$ cat config.mk
export PLATFORM = sky130hd
export DESIGN_NAME = icache_top
export DESIGN_NICKNAME = d
export VERILOG_FILES = /design/src/design/icache_pkg.sv /design/src/design/refill_counter.sv /design/src/design/icache_way.sv /design/src/design/icache_ctrl.sv /design/src/design/icache_top.sv
export VERILOG_INCLUDE_DIRS = /design/src /design/src/include
export SDC_FILE = /design/constraint.sdc
export NUM_CORES = 2
export LEC_CHECK = 0
export BUFFER_PORTS_ARGS = -buffer_cell sky130_fd_sc_hd__buf_2
export CAP_MARGIN = 20
export CORE_ASPECT_RATIO = 0.7
export CORE_MARGIN = 1.5
export CORE_UTILIZATION = 59
export CTS_CLUSTER_SIZE = 10
export DETAILED_ROUTE_END_ITERATION = 8
export PLACE_DENSITY = 0.8
export SYNTH_ARGS = -nofsm -noshare
export SYNTH_HDL_FRONTEND = slang
export SYNTH_MEMORY_MAX_BITS = 65536
export SYNTH_SLANG_ARGS = --single-unit
$ cat constraint.sdc
create_clock -name clock -period 28.2 [get_ports clock]
set_input_delay 8.46 -clock clock [delete_from_list [all_inputs] [get_ports clock]]
set_output_delay 8.46 -clock clock [all_outputs]
set_load 0.02 [all_outputs]
$ cat src/include/icache_settings.svh
`ifndef ICACHE_SETTINGS_SVH
`define ICACHE_SETTINGS_SVH

// line geometry, 16-byte lines of four words
`define IC_OFFSET_BITS 4

// 16 sets, works from 2 to 8 bits
`define IC_INDEX_BITS 4

`define IC_TAG_BITS (32 - `IC_OFFSET_BITS - `IC_INDEX_BITS)

// entries per way
`define IC_SETS (1 << `IC_INDEX_BITS)

// below this, fetches bypass the cache
`define UNCACHED_LIMIT 32'h3000_0000

// at or above this, memory accepts wrapping bursts
`define BURST_BASE 32'ha000_0000

`endif

$ cat src/design/icache_pkg.sv
`default_nettype none

`include "icache_settings.svh"

package icache_pkg;

  typedef struct packed {
    logic                    valid;
    logic [`IC_TAG_BITS-1:0] tag;
    logic [3:0][31:0]        data;  // word n at data[n]
  } ic_line_t;

  // pc split, byte offset dropped
  typedef struct packed {
    logic [`IC_TAG_BITS-1:0]   tag;
    logic [`IC_INDEX_BITS-1:0] index;
    logic [1:0]                word;
  } ic_req_t;

  typedef struct packed {
    logic [31:0] araddr;
    logic [7:0]  arlen;
    logic [2:0]  arsize;
    logic [1:0]  arburst;
    logic        arvalid;
  } axi_ar_t;

  typedef struct packed {
    logic [31:0] rdata;
    logic        rlast;
    logic        rvalid;
  } axi_r_t;

  typedef enum logic [1:0] {
    REGION_UNCACHED,
    REGION_BURST,
    REGION_SINGLE
  } ic_region_e;

  typedef enum logic [2:0] {
    IDLE,
    PASS,         // uncached single read
    BURST,        // one wrapping burst refill
    SINGLE_WAIT,  // waiting on one beat of a single-read refill
    SINGLE_NEXT   // issue the next single read
  } ic_state_e;

endpackage

`default_nettype wire

$ cat src/design/refill_counter.sv
`timescale 1ns/10ps
`default_nettype none

module refill_counter (
  input  logic       clock,
  input  logic       reset,
  input  logic       start,
  input  logic [1:0] start_offset,
  input  logic       step,
  output logic [1:0] word_offset,
  output logic       last_beat
);

  logic [1:0] base;   // requested word of the refill
  logic [2:0] count;  // beats taken, 4 means done

  always_ff @(posedge clock) begin
    if (reset) begin
      base  <= '0;
      count <= '0;
    end else if (start) begin
      base  <= start_offset;
      count <= '0;
    end else if (step) begin
      count <= count + 3'd1;
    end
  end

  assign word_offset = base + count[1:0];  // wraps mod 4
  assign last_beat   = (count == 3'd3);

  // a fifth beat would overwrite the line out of order
  assert property (@(posedge clock) disable iff (reset)
    step |-> !count[2]);

endmodule

`default_nettype wire

$ cat src/design/icache_way.sv
`timescale 1ns/10ps
`default_nettype none

`include "icache_settings.svh"

module icache_way
  import icache_pkg::*;
(
  input  logic                      clock,
  input  logic                      reset,
  input  logic [`IC_INDEX_BITS-1:0] index,
  input  logic [`IC_TAG_BITS-1:0]   tag,
  input  logic                      we,
  input  ic_line_t                  wline,
  output logic                      hit,
  output ic_line_t                  line
);

  logic [`IC_SETS-1:0]     valid;
  logic [`IC_TAG_BITS-1:0] tags [`IC_SETS];
  logic [3:0][31:0]        data [`IC_SETS];

  always_ff @(posedge clock) begin
    if (reset) begin
      valid <= '0;
    end else if (we) begin
      valid[index] <= wline.valid;
    end
  end

  always_ff @(posedge clock) begin
    if (we) begin
      tags[index] <= wline.tag;
      data[index] <= wline.data;
    end
  end

  assign line = '{valid: valid[index], tag: tags[index], data: data[index]};

  assign hit = line.valid && (line.tag == tag);

endmodule

`default_nettype wire

$ cat src/design/icache_ctrl.sv
`timescale 1ns/10ps
`default_nettype none

`include "icache_settings.svh"

module icache_ctrl
  import icache_pkg::*;
(
  input  logic                      clock,
  input  logic                      reset,
  input  logic [31:0]               pc,
  input  logic                      req_valid,
  output logic                      req_ready,
  output logic [31:0]               inst,
  output logic                      resp_valid,
  output axi_ar_t                   axi_ar,
  input  logic                      arready,
  input  axi_r_t                    axi_r,
  output logic                      rready,
  output logic                      start,
  output logic                      step,
  output logic [1:0]                start_offset,
  input  logic [1:0]                word_offset,
  input  logic                      last_beat,
  output logic [`IC_INDEX_BITS-1:0] index,
  output logic [`IC_TAG_BITS-1:0]   tag,
  input  logic                      hit_0,
  input  logic                      hit_1,
  input  ic_line_t                  line_0,
  input  ic_line_t                  line_1,
  output logic                      we_0,
  output logic                      we_1,
  output ic_line_t                  wline
);

  ic_state_e        state;
  ic_region_e       region;
  ic_req_t          pc_req;
  ic_req_t          req_q;
  ic_req_t          cur;
  logic             accept;
  logic             beat;
  logic             lru;  // victim way for the next fill
  logic [31:0]      ar_addr;
  logic [7:0]       ar_len;
  logic             ar_valid;
  logic [3:0][31:0] fill;

  assign pc_req = ic_req_t'(pc[31:2]);
  // held request drives the ways while a refill is in flight
  assign cur    = req_ready ? pc_req : req_q;
  assign index  = cur.index;
  assign tag    = cur.tag;

  assign accept = req_valid && req_ready;
  assign rready = (state == PASS) || (state == BURST) || (state == SINGLE_WAIT);
  assign beat   = axi_r.rvalid && rready;
  assign step   = beat && (state != PASS);

  always_comb begin
    if (pc < `UNCACHED_LIMIT) begin
      region = REGION_UNCACHED;
    end else if (pc >= `BURST_BASE) begin
      region = REGION_BURST;
    end else begin
      region = REGION_SINGLE;
    end
  end

  assign start        = accept && (region != REGION_UNCACHED) && !(hit_0 || hit_1);
  assign start_offset = pc_req.word;

  always_ff @(posedge clock) begin
    if (reset) begin
      state      <= IDLE;
      req_ready  <= 1'b1;
      resp_valid <= 1'b0;
      inst       <= '0;
      ar_valid   <= 1'b0;
      we_0       <= 1'b0;
      we_1       <= 1'b0;
      lru        <= 1'b0;
    end else begin
      resp_valid <= 1'b0;
      we_0       <= 1'b0;
      we_1       <= 1'b0;
      if (ar_valid && arready) begin
        ar_valid <= 1'b0;
      end
      unique case (state)
        IDLE: begin
          if (we_0 || we_1) begin  // fill written this cycle
            req_ready <= 1'b1;
            lru       <= ~lru;
          end else if (accept) begin
            if (region == REGION_UNCACHED) begin
              state     <= PASS;
              ar_valid  <= 1'b1;
              req_ready <= 1'b0;
            end else if (hit_0 || hit_1) begin
              resp_valid <= 1'b1;
              inst       <= hit_0 ? line_0.data[pc_req.word] : line_1.data[pc_req.word];
              lru        <= hit_0;  // other way ages
            end else begin
              state     <= (region == REGION_BURST) ? BURST : SINGLE_WAIT;
              ar_valid  <= 1'b1;
              req_ready <= 1'b0;
            end
          end
        end
        PASS: begin
          if (beat) begin
            inst       <= axi_r.rdata;
            resp_valid <= 1'b1;
            req_ready  <= 1'b1;
            state      <= IDLE;
          end
        end
        BURST, SINGLE_WAIT: begin
          if (beat) begin
            if (word_offset == req_q.word) begin  // critical word first
              inst       <= axi_r.rdata;
              resp_valid <= 1'b1;
            end
            if (last_beat) begin
              we_0  <= !lru;
              we_1  <= lru;
              state <= IDLE;
            end else if (state == SINGLE_WAIT) begin
              state <= SINGLE_NEXT;
            end
          end
        end
        SINGLE_NEXT: begin
          ar_valid <= 1'b1;
          state    <= SINGLE_WAIT;
        end
        default: state <= IDLE;
      endcase
    end
  end

  always_ff @(posedge clock) begin
    if (accept) begin
      req_q   <= pc_req;
      ar_addr <= {pc[31:2], 2'b00};
      ar_len  <= (region == REGION_BURST) ? 8'd3 : 8'd0;
    end
    if (state == SINGLE_NEXT) begin  // counter already advanced
      ar_addr <= {req_q.tag, req_q.index, word_offset, 2'b00};
    end
    if (step) begin
      fill[word_offset] <= axi_r.rdata;
    end
  end

  assign wline  = '{valid: 1'b1, tag: req_q.tag, data: fill};
  assign axi_ar = '{araddr: ar_addr, arlen: ar_len, arsize: 3'd2,
                    arburst: 2'b10, arvalid: ar_valid};

  assert property (@(posedge clock) disable iff (reset)
    axi_ar.arvalid && !arready |=> axi_ar.arvalid && $stable(axi_ar.araddr));

  assert property (@(posedge clock) disable iff (reset)
    !(we_0 && we_1));

endmodule

`default_nettype wire

$ cat src/design/icache_top.sv
`timescale 1ns/10ps
`default_nettype none

`include "icache_settings.svh"

module icache_top
  import icache_pkg::*;
(
  input  logic        clock,
  input  logic        reset,
  input  logic [31:0] pc,
  input  logic        req_valid,
  output logic        req_ready,
  output logic [31:0] inst,
  output logic        resp_valid,
  output axi_ar_t     axi_ar,
  input  logic        arready,
  input  axi_r_t      axi_r,
  output logic        rready
);

  logic                      start;
  logic                      step;
  logic [1:0]                start_offset;
  logic [1:0]                word_offset;
  logic                      last_beat;
  logic [`IC_INDEX_BITS-1:0] index;
  logic [`IC_TAG_BITS-1:0]   tag;
  logic                      hit_0;
  logic                      hit_1;
  logic                      we_0;
  logic                      we_1;
  ic_line_t                  line_0;
  ic_line_t                  line_1;
  ic_line_t                  wline;

  icache_ctrl ctrl_i (.*);

  refill_counter counter_i (.*);

  icache_way way_0 (
    .clock, .reset, .index, .tag,
    .we(we_0), .wline, .hit(hit_0), .line(line_0)
  );

  icache_way way_1 (
    .clock, .reset, .index, .tag,
    .we(we_1), .wline, .hit(hit_1), .line(line_1)
  );

endmodule

`default_nettype wire

==> run summary <==
status - finished clean
DIE WIDTH - 688.9 µm
Reg clk slew, reported paths - 60 ps
final instance area - 216,200 µm²
R2R cell count - 16
fin crit share - 56.44%
Core Area - 328,100 µm²
Total Die Area - 332,900 µm²
1st-iter DRT viols - 17.57k
dpl hpwl - 245,000 µm
RSZ-0062 raised after global routing - no
most common cell after layout, fill and taps aside - edfxtp_1
Setup Crit Path Kind - input pin to flip-flop
yosys warns - 0
Final Slew Violations - 0
GRT overflow - 0
fin crit period - 15,910 ps
pwr dens - 77.55 nW/µm²
total CTS buffers - 589
P&R area growth vs syn - 11.25%
total wire length - 567,800 µm
initial core utilization - 59.23%
DR vias - 103.5k
LEAKAGE - 0.06760 µW
Finished Core Util - 65.89%
asr flop ratio synth - 0%
Post-CTS Resized - 0
TritonCTS clock tree - yes
DRT antenna net count - 0
nets@finish - 9,075
CP endpoint kind - flip-flop
Fin. Hold Viols - 0
post-DR vias/cell - 7.642
layout cell share with drive strength beyond 1 - 24.25%
WHS Path Cells - 1
num rows - 176
cells after synthesis - 8,561
CTS Hold Bufs - 0
Synth Cell Area - 194,300 µm²
Tightest Pin Transition - 1329 ps
total negative slack - 0 ps
Worst Path Required - 28,960 ps
initial antenna violation count - 31
num ports - 151
setup bufs post-CTS - 0
Min-Delay Path Class - flip-flop to flip-flop
DRC - 0
post-synthesis sequential area ratio - 78.89%
CTS Sinks - 5,131
WL/cell - 41.93 µm
PortBufs - 134
GP Congestion - 0.8230
CP startpoint kind - input pin
final worst setup slack - 12,290 ps
post-synth cell types - 70
Placed Area - 199,600 µm²
Max FO, Critical Path - 74
global-route usage over all layers - 33.87%
die height - 483.2 µm
global-route wire length before repair - 791,800 µm
FF+latch count, synth - 5,131
skew final - 53.27 ps
Clk Latency, worst-skew pair - 990 ps
most frequent cells in the layout - 5,053 x edfxtp_1, 1,154 x mux4_2, 610 x clkbuf_16
top_reg_cell synth - edfxtp_1
Post-synth EDFFs - 5,053
CTS Buffer Depth - 4
Pre-Repair DR Iteration Count - 6
Syn Area/Cell - 22.70 µm²
H-tree levels - 6
setup slack, reg-to-reg - 18,830 ps
clk root buf - clkbuf_16
VDD IR max - 0.05859 mV
f_max - 62.84 MHz
dpl ws - 11,900 ps
Worst Path Arrival - 16,680 ps
relative slew slack - 11.43%
max_cap viols - 0
largest net degree at the start of global routing - 157
vias in the first global route - 104.8k
Setup-failing EPs final - 0
[flip-flops by register name, indices dropped and copies added, names as in the netlist, 2 cells and up]
register         cells
way_1.valid         16
way_0.tags         384
way_0.valid         16
way_1.data        2048
way_0.data        2048
counter_i.base       2
ctrl_i.wline       152
ctrl_i.ar_addr      30
ctrl_i.req_q         6
way_1.tags         384
ctrl_i.state         3
ctrl_i.inst         32
counter_i.count      3
[stage by stage]
| stage | hold WS [ps] | instances | power [µW] |
|---|---|---|---|
| 2_1_floorplan | 435.0 | 8572 | 9583 |
| 3_3_place_gp | 441.0 | 12750 | 9942 |
| 3_5_place_dp | 452.9 | 12750 | 9976 |
| 4_1_cts | 474.2 | 13510 | 16730 |
| 5_1_grt | 489.6 | 13530 | 17080 |
| 6_report | 477.3 | 13540 | 16770 |
[per-layer routing]
layer  share of wire (%)  vias to the layer above  global-route usage (%)  routed length (µm)
met5               0.017                        -                       0                  98
met2                  47                    11040                   52.41              268000
li1                    -                    37310                       -                   -
met3                  14                     2203                   9.378               81060
met1                  32                    52940                   43.86              181400
met4                 6.6                       14                   19.30               37280
[cells by family (layout without fill, tap and decap cells)]
logic type	Yosys count	after routing	synth area share, %
muxes	1298	1298	14.15
DFF	5131	5131	78.89
buffers and inverters	522	1116	1.604
other	2	29	0.003865
and+or+nand+nor	790	790	1.808
xor gates and xnor gates	50	50	0.2254
AOI/OAI and AO/OA	765	765	3.304
adders and majority gates	3	3	0.01932
[where the power goes]
group | internal, µW | switching (µW) | total, µW
Clock | 3880 | 2970 | 6840
Combinational | 610 | 886 | 1500
Sequential | 8360 | 65.2 | 8430
[cells in the mapped netlist (58+ instances only)]
| library cell | number | area, µm² |
|---|---|---|
| edfxtp_1 | 5053 | 151700 |
| mux4_2 | 1154 | 25990 |
| nand2_1 | 392 | 1471 |
| a22o_1 | 257 | 2251 |
| clkbuf_1 | 257 | 964.7 |
| a221oi_1 | 249 | 2181 |
| mux2i_1 | 138 | 1381 |
| nor3_1 | 138 | 690.7 |
| nor2_1 | 108 | 405.4 |
| buf_4 | 88 | 660.6 |
| dfxtp_1 | 78 | 1562 |
| buf_6 | 76 | 855.8 |
| a32oi_1 | 64 | 560.5 |
| nand3_1 | 59 | 295.3 |
| buf_2 | 58 | 290.3 |
[cell type report]
type	instances	area [µm²]
well taps	4361	5456
flip-flops and latches	5131	153300
multi-input cells	2919	38320
repair buffers	355	2983
fillers	18740	111900
inverters	6	22.52
diodes	16	40.04
clock buffers	726	15700
clock inverters	29	372.9
[path summary, 6_finish.rpt]
path                                        from        endpoint
worst min-delay path              way_1.valid[9]  way_1.valid[9]
worst max-delay path                       pc[4]  ctrl_i.inst[6]
worst max register to register  ctrl_i.req_ready  ctrl_i.inst[6]
worst min register to register    way_1.valid[9]  way_1.valid[9]
[critical path, cell delays in order]
cell and delay, ps:
buf_2 150, mux2_8 570, buf_4 850, buf_4 670, buf_4 670, mux4_2 380
nor2_1 60, nor4_1 860, xnor2_1 180, nor4_1 760, nand4_1 720, a211oi_4 380
buf_4 600, or2_2 240, buf_4 610, a311oi_1 270
No activity file was read; power rests on OpenSTA's default activity.
